File: src/hw/img_proc_pkg.sv
// image processor shared definitions
// pixel and memory word types, host command codes, lane settings and job records
package img_proc_pkg;

   localparam int PIX_W  = 8;
   localparam int WORD_W = 16;
   localparam int ADDR_W = 32;
   localparam int DIM_W  = 16;
   localparam int LANES  = WORD_W / PIX_W;   // pixels per memory word

   typedef logic [PIX_W-1:0]  pixel_t;
   typedef logic [WORD_W-1:0] word_t;       // even pixel in the low byte
   typedef logic [ADDR_W-1:0] mem_addr_t;   // byte address
   typedef logic [DIM_W-1:0]  dim_t;

   // host command codes, the gaps belong to functions not built here
   typedef enum logic [7:0] {
      PARAM           = 8'd0,
      SEND_IMG        = 8'd1,
      READ_IMG        = 8'd2,
      GET_STATUS      = 8'd3,
      APPLY_ADD       = 8'd4,
      APPLY_THRESHOLD = 8'd5,
      SWITCH_BUFFERS  = 8'd6,
      APPLY_INVERT    = 8'd8,
      APPLY_MULT      = 8'd14
   } cmd_code_t;

   typedef enum logic [1:0] {
      ADD,
      THRESHOLD,
      INVERT,
      MULT
   } pix_op_t;

   typedef struct packed {
      pix_op_t            op;
      logic signed [15:0] add_value;
      logic               clamp;        // add and mult
      pixel_t             thr_value;
      pixel_t             thr_replace;
      logic               thr_upper;    // replace at or above the value
      pixel_t             mult_value;   // 4.4 fixed point
   } op_cfg_t;

   typedef enum logic [1:0] {
      WRITE_IN,
      READ_OUT,
      PROCESS
   } job_kind_t;

   typedef struct packed {
      job_kind_t kind;
      mem_addr_t base;
      dim_t      words;
   } job_t;

endpackage
File: src/hw/img_proc_top.sv
// image processor top level
// command decoder, memory sequencer and one pixel lane per byte of a word
module img_proc_top #(
   parameter int unsigned MEM_BYTES = 131072
) (
   input  logic                    clk,
   input  logic                    reset,
   output img_proc_pkg::mem_addr_t addr,
   output logic                    wr_en,
   output logic                    rd_en,
   output img_proc_pkg::word_t     data_write,
   input  img_proc_pkg::word_t     data_read,
   input  logic                    data_read_valid,
   input  img_proc_pkg::pixel_t    comm_cmd,
   input  img_proc_pkg::pixel_t    comm_data_in,
   input  logic                    comm_data_in_valid,
   output img_proc_pkg::pixel_t    comm_data_out,
   output logic                    comm_data_out_valid,
   input  logic                    comm_data_out_free
);
   import img_proc_pkg::*;

   job_t             job;
   logic             job_start;
   logic             job_busy;
   word_t            wr_word;
   logic             wr_word_valid;
   word_t            rd_word;
   logic             word_ready;
   logic             word_taken;
   op_cfg_t          op_cfg;
   logic             lane_load;
   word_t            lane_word;    // lane 0 in the low byte
   logic [LANES-1:0] lane_valid;

   cmd_decoder #(
      .MEM_BYTES(MEM_BYTES)
   ) i_cmd_decoder (
      .clk                (clk),
      .reset              (reset),
      .comm_cmd           (comm_cmd),
      .comm_data_in       (comm_data_in),
      .comm_data_in_valid (comm_data_in_valid),
      .comm_data_out      (comm_data_out),
      .comm_data_out_valid(comm_data_out_valid),
      .comm_data_out_free (comm_data_out_free),
      .job                (job),
      .job_start          (job_start),
      .job_busy           (job_busy),
      .wr_word            (wr_word),
      .wr_word_valid      (wr_word_valid),
      .rd_word            (rd_word),
      .word_ready         (word_ready),
      .word_taken         (word_taken),
      .op_cfg             (op_cfg)
   );

   for (genvar i = 0; i < LANES; i++) begin : g_lane
      pixel_lane i_pixel_lane (
         .clk         (clk),
         .reset       (reset),
         .op_cfg      (op_cfg),
         .pixel_in    (data_read[i*PIX_W +: PIX_W]),
         .lane_load   (lane_load),
         .result      (lane_word[i*PIX_W +: PIX_W]),
         .result_valid(lane_valid[i])
      );
   end

   mem_sequencer i_mem_sequencer (
      .clk              (clk),
      .reset            (reset),
      .job              (job),
      .job_start        (job_start),
      .job_busy         (job_busy),
      .wr_word          (wr_word),
      .wr_word_valid    (wr_word_valid),
      .rd_word          (rd_word),
      .word_ready       (word_ready),
      .word_taken       (word_taken),
      .lane_load        (lane_load),
      .lane_result      (lane_word),
      .lane_result_valid(&lane_valid),
      .addr             (addr),
      .wr_en            (wr_en),
      .rd_en            (rd_en),
      .data_write       (data_write),
      .data_read        (data_read),
      .data_read_valid  (data_read_valid)
   );

endmodule

File: src/hw/mem_sequencer.sv
// memory sequencer
// owns the external memory port and runs one job at a time: image writes
// from the host, image reads to the host and in-place processing sweeps
module mem_sequencer (
   input  logic                    clk,
   input  logic                    reset,
   input  img_proc_pkg::job_t      job,
   input  logic                    job_start,
   output logic                    job_busy,
   input  img_proc_pkg::word_t     wr_word,
   input  logic                    wr_word_valid,
   output img_proc_pkg::word_t     rd_word,
   output logic                    word_ready,
   input  logic                    word_taken,
   output logic                    lane_load,
   input  img_proc_pkg::word_t     lane_result,
   input  logic                    lane_result_valid,
   output img_proc_pkg::mem_addr_t addr,
   output logic                    wr_en,
   output logic                    rd_en,
   output img_proc_pkg::word_t     data_write,
   input  img_proc_pkg::word_t     data_read,
   input  logic                    data_read_valid
);
   import img_proc_pkg::*;

   typedef enum logic [2:0] {
      IDLE,
      WR_WAIT,   // waiting for a packed host word
      RD_REQ,
      RD_WAIT,
      HOLD,      // word offered to the decoder
      LANE       // lanes working on the word
   } mem_state_t;

   mem_state_t state;
   job_kind_t  kind;
   mem_addr_t  cur_addr;
   dim_t       words_left;
   logic       last_word;
   logic       advance;   // current word is done

   assign last_word = (words_left == dim_t'(1));
   assign lane_load = (state == RD_WAIT) && data_read_valid && (kind == PROCESS);
   assign advance   = (state == WR_WAIT && wr_word_valid)
                      || (state == HOLD && word_taken)
                      || (state == LANE && lane_result_valid);

   always_ff @(posedge clk) begin
      wr_en <= 1'b0;
      rd_en <= 1'b0;
      if (reset) begin
         state      <= IDLE;
         job_busy   <= 1'b0;
         word_ready <= 1'b0;
      end else begin
         if (advance) begin
            cur_addr   <= cur_addr + mem_addr_t'(2);
            words_left <= words_left - 1'b1;
         end
         case (state)
            IDLE: if (job_start) begin
               kind       <= job.kind;
               cur_addr   <= job.base;
               words_left <= job.words;
               job_busy   <= 1'b1;
               state      <= (job.kind == WRITE_IN) ? WR_WAIT : RD_REQ;
            end
            WR_WAIT: if (wr_word_valid) begin
               wr_en      <= 1'b1;
               addr       <= cur_addr;
               data_write <= wr_word;
               if (last_word) begin
                  job_busy <= 1'b0;
                  state    <= IDLE;
               end
            end
            RD_REQ: begin
               rd_en <= 1'b1;
               addr  <= cur_addr;
               state <= RD_WAIT;
            end
            RD_WAIT: if (data_read_valid) begin
               if (kind == PROCESS) begin
                  state <= LANE;   // lanes capture data_read this cycle
               end else begin
                  rd_word    <= data_read;
                  word_ready <= 1'b1;
                  state      <= HOLD;
               end
            end
            HOLD: if (word_taken) begin
               word_ready <= 1'b0;
               if (last_word) begin
                  job_busy <= 1'b0;
                  state    <= IDLE;
               end else begin
                  state <= RD_REQ;
               end
            end
            LANE: if (lane_result_valid) begin
               wr_en      <= 1'b1;   // back to the address it came from
               addr       <= cur_addr;
               data_write <= lane_result;
               if (last_word) begin
                  job_busy <= 1'b0;
                  state    <= IDLE;
               end else begin
                  state <= RD_REQ;
               end
            end
            default: state <= IDLE;
         endcase
      end
   end

endmodule

File: src/hw/cmd_decoder.sv
// host command decoder
// parses the byte-wide command port, keeps image and operation settings,
// starts memory jobs and serializes status and image bytes to the host
module cmd_decoder #(
   parameter int unsigned MEM_BYTES = 131072
) (
   input  logic                  clk,
   input  logic                  reset,
   input  img_proc_pkg::pixel_t  comm_cmd,
   input  img_proc_pkg::pixel_t  comm_data_in,
   input  logic                  comm_data_in_valid,
   output img_proc_pkg::pixel_t  comm_data_out,
   output logic                  comm_data_out_valid,
   input  logic                  comm_data_out_free,
   output img_proc_pkg::job_t    job,
   output logic                  job_start,
   input  logic                  job_busy,
   output img_proc_pkg::word_t   wr_word,
   output logic                  wr_word_valid,
   input  img_proc_pkg::word_t   rd_word,
   input  logic                  word_ready,
   output logic                  word_taken,
   output img_proc_pkg::op_cfg_t op_cfg
);
   import img_proc_pkg::*;

   typedef enum logic [2:0] {
      WAIT_CMD,
      GET_DIMS,
      SEND_PIX,
      READ_PIX,
      STATUS,
      OP_ARGS
   } cmd_state_t;

   localparam mem_addr_t ST_BASE = mem_addr_t'(MEM_BYTES / 2);

   cmd_state_t state;
   dim_t       cnt;          // byte or pixel index within the command
   dim_t       width;
   dim_t       height;
   mem_addr_t  in_base;
   mem_addr_t  st_base;
   pixel_t     lo_byte;      // even pixel waiting for its partner
   dim_t       n_pix;
   dim_t       n_words;
   logic       last_pix;
   logic       arg_last;
   pixel_t     status_byte;

   assign n_pix    = dim_t'(width * height);
   assign n_words  = dim_t'((32'(n_pix) + 32'd1) >> 1);   // odd count rounds up
   assign last_pix = (cnt == n_pix - dim_t'(1));
   assign arg_last = (op_cfg.op == MULT) ? (cnt == dim_t'(1)) : (cnt == dim_t'(2));

   // pixel pairs go straight to the sequencer, a lone last pixel too
   assign wr_word_valid = (state == SEND_PIX) && comm_data_in_valid && (cnt[0] || last_pix);
   assign wr_word       = cnt[0] ? {comm_data_in, lo_byte} : {8'h00, comm_data_in};
   assign word_taken    = (state == READ_PIX) && word_ready && comm_data_out_free
                          && (cnt[0] || last_pix);

   always_comb begin
      case (cnt[1:0])
         2'd0:    status_byte = {7'h08, job_busy};   // 8'h10 idle, 8'h11 busy
         2'd1:    status_byte = 8'h22;
         2'd2:    status_byte = 8'h33;
         default: status_byte = 8'h44;
      endcase
   end

   always_ff @(posedge clk) begin
      job_start           <= 1'b0;
      comm_data_out_valid <= 1'b0;
      if (reset) begin
         state   <= WAIT_CMD;
         cnt     <= '0;
         width   <= '0;
         height  <= '0;
         in_base <= '0;
         st_base <= ST_BASE;
      end else begin
         case (state)
            WAIT_CMD: if (comm_data_in_valid) begin
               cnt <= '0;
               if (cmd_code_t'(comm_cmd) == GET_STATUS) begin
                  state <= STATUS;   // the only command taken while busy
               end else if (!job_busy) begin
                  case (cmd_code_t'(comm_cmd))
                     PARAM: begin
                        state   <= GET_DIMS;
                        in_base <= '0;
                        st_base <= ST_BASE;
                     end
                     SEND_IMG: if (n_pix != '0) begin
                        job       <= '{kind: WRITE_IN, base: in_base, words: n_words};
                        job_start <= 1'b1;
                        state     <= SEND_PIX;
                     end
                     READ_IMG: if (n_pix != '0) begin
                        job       <= '{kind: READ_OUT, base: in_base, words: n_words};
                        job_start <= 1'b1;
                        state     <= READ_PIX;
                     end
                     SWITCH_BUFFERS: begin
                        in_base <= st_base;
                        st_base <= in_base;
                     end
                     APPLY_ADD: begin
                        op_cfg.op <= ADD;
                        state     <= OP_ARGS;
                     end
                     APPLY_THRESHOLD: begin
                        op_cfg.op <= THRESHOLD;
                        state     <= OP_ARGS;
                     end
                     APPLY_MULT: begin
                        op_cfg.op <= MULT;
                        state     <= OP_ARGS;
                     end
                     APPLY_INVERT: begin   // no arguments, starts at once
                        op_cfg.op <= INVERT;
                        job       <= '{kind: PROCESS, base: st_base, words: n_words};
                        job_start <= (n_pix != '0);
                     end
                     default: ;   // unknown or dropped code
                  endcase
               end
            end
            GET_DIMS: if (comm_data_in_valid) begin
               cnt <= cnt + 1'b1;
               case (cnt[1:0])
                  2'd0: width[7:0]  <= comm_data_in;   // low byte first
                  2'd1: width[15:8] <= comm_data_in;
                  2'd2: height[7:0] <= comm_data_in;
                  default: begin
                     height[15:8] <= comm_data_in;
                     state        <= WAIT_CMD;
                  end
               endcase
            end
            OP_ARGS: if (comm_data_in_valid) begin
               cnt <= cnt + 1'b1;
               case (op_cfg.op)
                  ADD: case (cnt[1:0])
                     2'd0:    op_cfg.add_value[7:0]  <= comm_data_in;
                     2'd1:    op_cfg.add_value[15:8] <= comm_data_in;
                     default: op_cfg.clamp           <= comm_data_in[0];
                  endcase
                  THRESHOLD: case (cnt[1:0])
                     2'd0:    op_cfg.thr_value   <= comm_data_in;
                     2'd1:    op_cfg.thr_replace <= comm_data_in;
                     default: op_cfg.thr_upper   <= comm_data_in[0];
                  endcase
                  default: begin   // mult: factor then clamp flag
                     if (cnt == '0) op_cfg.mult_value <= comm_data_in;
                     else           op_cfg.clamp      <= comm_data_in[0];
                  end
               endcase
               if (arg_last) begin
                  job       <= '{kind: PROCESS, base: st_base, words: n_words};
                  job_start <= (n_pix != '0);
                  state     <= WAIT_CMD;
               end
            end
            SEND_PIX: if (comm_data_in_valid) begin
               lo_byte <= comm_data_in;
               cnt     <= cnt + 1'b1;
               if (last_pix) state <= WAIT_CMD;
            end
            READ_PIX: if (word_ready && comm_data_out_free) begin
               comm_data_out       <= cnt[0] ? rd_word[15:8] : rd_word[7:0];
               comm_data_out_valid <= 1'b1;
               cnt                 <= cnt + 1'b1;
               if (last_pix) state <= WAIT_CMD;
            end
            STATUS: if (comm_data_out_free) begin
               comm_data_out       <= status_byte;
               comm_data_out_valid <= 1'b1;
               cnt                 <= cnt + 1'b1;
               if (cnt[1:0] == 2'd3) state <= WAIT_CMD;
            end
            default: state <= WAIT_CMD;
         endcase
      end
   end

endmodule

File: src/hw/pixel_lane.sv
// pixel lane
// applies the configured operation to one pixel of a memory word, registered
module pixel_lane (
   input  logic                  clk,
   input  logic                  reset,
   input  img_proc_pkg::op_cfg_t op_cfg,
   input  img_proc_pkg::pixel_t  pixel_in,
   input  logic                  lane_load,
   output img_proc_pkg::pixel_t  result,
   output logic                  result_valid
);
   import img_proc_pkg::*;

   logic signed [15:0] sum;    // pixel plus signed add value
   logic [15:0]        prod;   // integer pixel times 4.4 factor
   pixel_t             next_px;

   assign sum  = $signed({8'h00, pixel_in}) + op_cfg.add_value;
   assign prod = pixel_in * op_cfg.mult_value;

   always_comb begin
      case (op_cfg.op)
         ADD: begin
            if (op_cfg.clamp && sum < 0)
               next_px = '0;
            else if (op_cfg.clamp && sum > 16'sd255)
               next_px = 8'hff;
            else
               next_px = sum[7:0];   // wraps when clamp is off
         end
         THRESHOLD: begin
            next_px = pixel_in;
            if (op_cfg.thr_upper ? (pixel_in >= op_cfg.thr_value)
                                 : (pixel_in <= op_cfg.thr_value))
               next_px = op_cfg.thr_replace;
         end
         INVERT: next_px = ~pixel_in;
         default: begin
            // drop the 4 fraction bits, saturate anything above 255
            if (op_cfg.clamp && prod[15:12] != 4'h0)
               next_px = 8'hff;
            else
               next_px = prod[11:4];
         end
      endcase
   end

   always_ff @(posedge clk) begin
      if (reset) result_valid <= 1'b0;
      else       result_valid <= lane_load;
      if (lane_load) result <= next_px;
   end

endmodule

File: config.mk
export PLATFORM = sky130hd
export DESIGN_NAME = img_proc_top
export DESIGN_NICKNAME = d
export VERILOG_FILES = /design/src/hw/img_proc_pkg.sv /design/src/hw/img_proc_top.sv /design/src/hw/mem_sequencer.sv /design/src/hw/cmd_decoder.sv /design/src/hw/pixel_lane.sv
export SDC_FILE = /design/constraint.sdc
export NUM_CORES = 1
export LEC_CHECK = 0
export BUFFER_PORTS_ARGS = -buffer_cell sky130_fd_sc_hd__buf_2
export CORE_MARGIN = 3
export CORE_UTILIZATION = 30
export DETAILED_ROUTE_END_ITERATION = 8
export PLACE_DENSITY_LB_ADDON = 0.1
export SKIP_CTS_REPAIR_TIMING = 1
export SLEW_MARGIN = 20
export SYNTH_ARGS = -nofsm -noshare
export SYNTH_HDL_FRONTEND = slang
export SYNTH_HIERARCHICAL = 1
export SYNTH_SLANG_ARGS = --single-unit
File: constraint.sdc
create_clock -name clk -period 10.6 [get_ports clk]
set_input_delay 1.06 -clock clk [delete_from_list [all_inputs] [get_ports clk]]
set_output_delay 1.06 -clock clk [all_outputs]
set_load 0.005 [all_outputs]
[Yosys cells after proc, flatten, opt, wreduce, memory -nomap -nowiden]
Cells that the tools add are included.
Operators by class
  add/sub/neg operators: 7
  multiply operators: 3
  order comparisons: 8
  eq/ne operators: 57
  muxes and demuxes: 102
  bitwise operators: 10
  reduce and logical (&&, ||, !) cells: 70
Operator list (count)
  50-bit 2-to-1 mux: 7
  16-bit 2-to-1 mux: 10
  32-bit 2-to-1 mux: 5
  50-bit one-hot mux with 3 select lines: 1
  32-bit one-hot mux with 2 select lines: 2
  50-bit one-hot mux with 2 select lines: 1
  32-bit one-hot mux with 3 select lines: 1
  8-bit 2-to-1 mux: 11
  16-bit one-hot mux with 4 select lines: 1
  3-bit 2-to-1 mux: 20
  8-bit one-hot mux with 3 select lines: 2
  5-bit AND reduction: 9
  3-bit one-hot mux with 6 select lines: 2
  32-bit by 2-bit adder with 32-bit output, second input constant: 1
  9-bit by 16-bit adder with 16-bit output: 2
  16-bit by 1-bit == test with 1-bit output, second input constant: 2
  16-bit by 9-bit greater-than comparator with 1-bit output, second input constant: 2
  16-bit by 1-bit < comparator with 1-bit output, second input constant: 2
  8-bit by 8-bit multiplier with 16-bit output: 2
  16-bit one-hot mux with 2 select lines: 1
  16-bit by 1-bit subtractor with 16-bit output, second input constant: 2
  2-bit != test, second input constant: 14
  1-bit 2-to-1 mux: 25
  8-bit by 3-bit == test with 1-bit output, second input constant: 3
  other kinds (47): 129
Storage, ports and cells
  bits in registers: 365
  input bits: 37
  output and inout port bits: 59
  logic and storage cells: 294

[Longest topological paths before layout]
  depth in word-level cells: 11
  depth in mapped cells: 34
  depth with buffers taken out: 30

[Hierarchy]
The synthesis kept the hierarchy.
By module, submodules not included
  cmd_decoder: times used 1, cells an instance 1406, area each 13864.5 um2, sequential area each 5645.4 um2
  mem_sequencer: times used 1, cells an instance 427, area each 5481.5 um2, sequential area each 3563.4 um2
  pixel_lane at g_lane[0].i_pixel_lane: times used 1, cells an instance 424, area each 3679.8 um2, sequential area each 260.2 um2
  pixel_lane at g_lane[1].i_pixel_lane: times used 1, cells an instance 397, area each 3477.1 um2, sequential area each 260.2 um2
  img_proc_top: times used 1, cells an instance 1, area each 6.3 um2, sequential area each 0.0 um2

[Least setup slack after synthesis]
OpenSTA, ideal clock, no wires.
  kind: register to register
  start point: reg i_cmd_decoder.width[5]
  end point: reg i_cmd_decoder/job[0] (netlist name)
  library setup time: 474 ps
  arrival: 8680 ps
  data required time: 10126 ps
  setup slack: 1445 ps
  cell stages (with the launch flop): 24
  buffers on the path: 2
  clock period less this slack: 9155 ps
  path through: dfxtp_1 clkbuf_1 and2_1 fa_1 inv_1 fa_1 fa_1 fa_1 inv_1 fa_1 inv_1 fa_1 inv_1 ha_1 buf_2 and2_1 a311o_1 a31o_1 a211oi_1 nor2_1 nor4bb_1 nand2_1 nand4_1 a21oi_1
Between the ends
  longest elaborated chain between the ends: 4
  elaborated cells between the ends (all ways): 5
  classes of those cells: mul: 1; eq/ne: 2; reduce/logical: 2
Ends and longest elaborated chain
  start, declared: RTL line cmd_decoder.sv:40  | dim_t width;
  start signal, assigned: RTL line cmd_decoder.sv:132  | 2'd0: width[7:0] <= comm_data_in;
  16-bit by 16-bit multiplier with 16-bit output *: RTL line cmd_decoder.sv:51  | assign n_pix = dim_t'(width * height);
  16-bit nonzero test *: RTL line cmd_decoder.sv:94, cmd_decoder.sv:99
  3-bit by 2-bit != test with 1-bit output (no line)
  10-bit AND reduction (no line) *
Mark *: on every way between the ends. The rest lies on a longest branch, timed or not.
A chain may end at the register's enable or synchronous reset.

[Worst setup path after layout]
  start point: reg i_cmd_decoder.width[5]
  end point: reg i_mem_sequencer.words_left[11], data pin
Between the ends
  longest elaborated chain between the ends: 11
  elaborated cells between the ends (all ways): 13
  classes of those cells: add/sub: 1; mul: 1; eq/ne: 1; mux: 3; reduce/logical: 7
Ends and longest elaborated chain
  16-bit by 16-bit multiplier with 16-bit output *: RTL line cmd_decoder.sv:51
  16-bit by 1-bit subtractor with 16-bit output *: RTL line cmd_decoder.sv:53  | assign last_pix = (cnt == n_pix - dim_t'(1));
  16-bit == test *: RTL line cmd_decoder.sv:53
  1-bit logical OR *: RTL line cmd_decoder.sv:60  | && (cnt[0] || last_pix);
  1-bit logical AND *: RTL line cmd_decoder.sv:60
  via word_taken: RTL line img_proc_top.sv:30  | logic word_taken;
  1-bit logical AND *: RTL line mem_sequencer.sv:46  | || (state == HOLD && word_taken)
  1-bit logical OR *: RTL line mem_sequencer.sv:46
  1-bit logical OR *: RTL line mem_sequencer.sv:47  | || (state == LANE && lane_result_valid);
  16-bit 2-to-1 mux *: RTL line mem_sequencer.sv:57  | if (advance) begin
  16-bit 2-to-1 mux: RTL line mem_sequencer.sv:62  | IDLE: if (job_start) begin
  16-bit 2-to-1 mux *: RTL line mem_sequencer.sv:61  | case (state)
  end signal, assigned: RTL line mem_sequencer.sv:59  | words_left <= words_left - 1'b1;
  end signal, assigned: RTL line mem_sequencer.sv:65  | words_left <= job.words;
  end, declared: RTL line mem_sequencer.sv:39  | dim_t words_left;
The timed path passes the listed nets; every way through them passes the cells marked *.

==> flow_summary.toml <==
[status]
status = "finished clean"

[cts]
h-tree-depth = 2
cts.sinks = 366
cts.clk_slew.worst_paths_ns = 0.06
cts_made_buffers = 44
clk_path_buf_depth = 3
cts_root_buf = "clkbuf_16"
worstSkewPairLatency_ns = 0.60
cts_tree = "done"

[sta]
hold_violations = 0
worst_slack_ns = 1.171
fin_skew_ns = 0.02726
fmax_mhz = 106.1
relSlewSlack = 0.3059
slew_viol_final = 0
finalCritPeriodShare = 0.8896
finalSetupViolCount = 0
period_minus_slack_ns = 9.429
rsz0062_at_grt = "no"
fin_tns_setup_ns = 0
tightest_slew_ns = 1.037

[global_route]
grt_use_total = 0.1598
grt_max_degree = 75
grt_pass1_wl_mm = 115.4
grt_pass1_vias = 19960
grt_overflow = 0
antenna_found_initial = 1

[critical_path]
critPathMostFrequentCell = "fa_1"
cp_slowest_cell = "or4_1"
path_class = "flop to flop"
critPathRequiredTime_ns = 10.91
worstPathMaxFanout = 12
crit_arrival_ns = 9.74
critical_path.endpoint_type = "flop"
startpoint_type = "flop"
slowest_delay_ns = 0.62

[floorplanning]
io_pins = 96
start_util = 0.3041
die_h_um = 303.3
core-area_sq_mm = 0.08716
row_count = 108
die_area_sq_mm = 0.09197
die-width_um = 303.3

[synth]
async_flop_share = 0
synth.top_cell.area_share = 0.2719
synth.distinct_cells = 111
ys_top_cells_by_count = "inv_1 (252), edfxtp_1 (240), nand2_1 (238)"
yosys.cell_count.top_type = "inv_1"
ys_ff_latch = 366
netlist.top_cell.by_area = "edfxtp_1"
ys_seq_area_frac = 0.3670
synth_edf_count = 240
syn_avg_cell_area_sq_um = 9.985
synth-warning-count = 6
synth_nets = 3004
synthTopCellsByArea = "edfxtp_1 (27%), fa_1 (12%), dfxtp_1 (9.5%)"
synthCells = 2655
synth_ff_type = "edfxtp_1"
syn-cell-area_sq_mm = 0.02651

[placement]
gp_congestion = 0.8235
dp_hpwl_mm = 53.24
portBuffers = 95
place_ws_ns = 1.171

[routing]
avgViaCountPerCell = 4.976
vias = 19380
drt_iter0_markers = 1355
routed_wl_mm = 73.21
first_pass_iters = 5
drc = 0
avgRoutedWirePerCell_um = 18.80
ant_nets = 0

[pwr]
power_density_mw_per_mm2 = 126.0
power_leakage_nw = 11.60
ir_worst_vdd_uv = 142.4
finalPower_w = 0.003751

[flow_run]
maxCapViolCount = 0

[finish]
fill_cells = 8776
fin_nets = 3050
area_growth_pct = 12.30
drive_gt1_frac = 0.1246
utilization = 0.3416

[hold_path]
hp-class = "flop to flop"
[state kept, by name, indices dropped and copies added (netlist names), 32 cells and up]
signal,flops
i_cmd_decoder/st_base,32
i_cmd_decoder/in_base,32
i_cmd_decoder/job,50
i_mem_sequencer/addr,32
i_mem_sequencer/cur_addr,32
i_cmd_decoder/op_cfg,44
[stage by stage]
step | cell area, sq um | hold slack [ns] | cells
6_report | 29770 | 0.4244 | 3894
5_1_grt | 29770 | 0.4230 | 3892
4_1_cts | 29770 | 0.4222 | 3892
3_5_place_dp | 28160 | 0.4066 | 3810
3_3_place_gp | 28160 | 0.4137 | 3810
2_1_floorplan | 26510 | 0.4003 | 2655
[final cells by class]
class                      instances  area, sq um  area share
clock buffer                      55         1194     0.04009
tap                             1155         1445     0.04854
inverter                         252        945.9     0.03177
timing repair buffer             112        605.6     0.02034
clock inverter                    27        412.9     0.01387
multi-input combinational       1925        15430      0.5184
sequential                       366         9729      0.3268
antenna                            2        5.005   0.0001681
[routing by layer]
metal,vias up,GRT usage,share of wire
li1,9290,-,-
met1,9599,0.2280,0.49
met2,389,0.2530,0.44
met3,99,0.02005,0.043
met4,0,0.04799,0.026
met5,-,0,0
[power by group]
part / internal [W] / switching, W
clock network: 0.00103 / 0.000643
registers: 0.00154 / 0.0000148
logic: 0.000215 / 0.000316
[worst max-delay path, delay by kind of cell (launching register included)]
| family | cells | cell delay, ns |
|---|---|---|
| xor gates and xnor gates | 1 | 0.17 |
| adders and majority gates | 7 | 3.56 |
| DFF | 1 | 0.45 |
| AOI/OAI and AO/OA | 6 | 1.46 |
| and+or+nand+nor | 11 | 3.29 |
| buffers and inverters | 4 | 0.22 |
[final timing paths]
check | from | endpoint | slack, ns | cells after the start
setup / recovery | i_cmd_decoder/width[5] | i_mem_sequencer/words_left[11] | 1.17 | 29
hold / removal | i_mem_sequencer/cur_addr[0] | i_mem_sequencer/addr[0] | 0.42 | 0
setup reg to reg | i_cmd_decoder/width[5] | i_mem_sequencer/words_left[11] | 1.17 | 29
hold reg to reg | i_mem_sequencer/cur_addr[0] | i_mem_sequencer/addr[0] | 0.42 | 0
[kinds of logic after synthesis]
logic type               after synthesis  share of synthesized area
AO/OA/AOI/OAI                        432                     0.1127
XOR/XNOR                             155                    0.05357
adder cells (fa/ha/maj)              312                     0.1909
buffers and inverters                364                    0.05291
flip-flops                           366                     0.3670
multiplexers                          84                    0.03545
AND/OR/NAND/NOR                      942                     0.1875
[layout by cell type (no fill, tap or decap), types with 20 or more instances in the layout]
cell,instances
dfxtp_1,126
inv_1,251
nand2b_1,20
clkbuf_16,45
xnor2_1,94
nand3_1,70
nor3_1,33
fa_1,154
buf_2,94
nand4_1,29
xor2_1,56
edfxtp_1,240
o21ai_0,65
nor2_1,192
a21oi_1,109
and3_1,25
ha_1,158
nand2_1,238
mux2_2,72
nor2b_1,23
and2_1,196
a22oi_1,73
No activity file was read; power rests on OpenSTA's default activity.
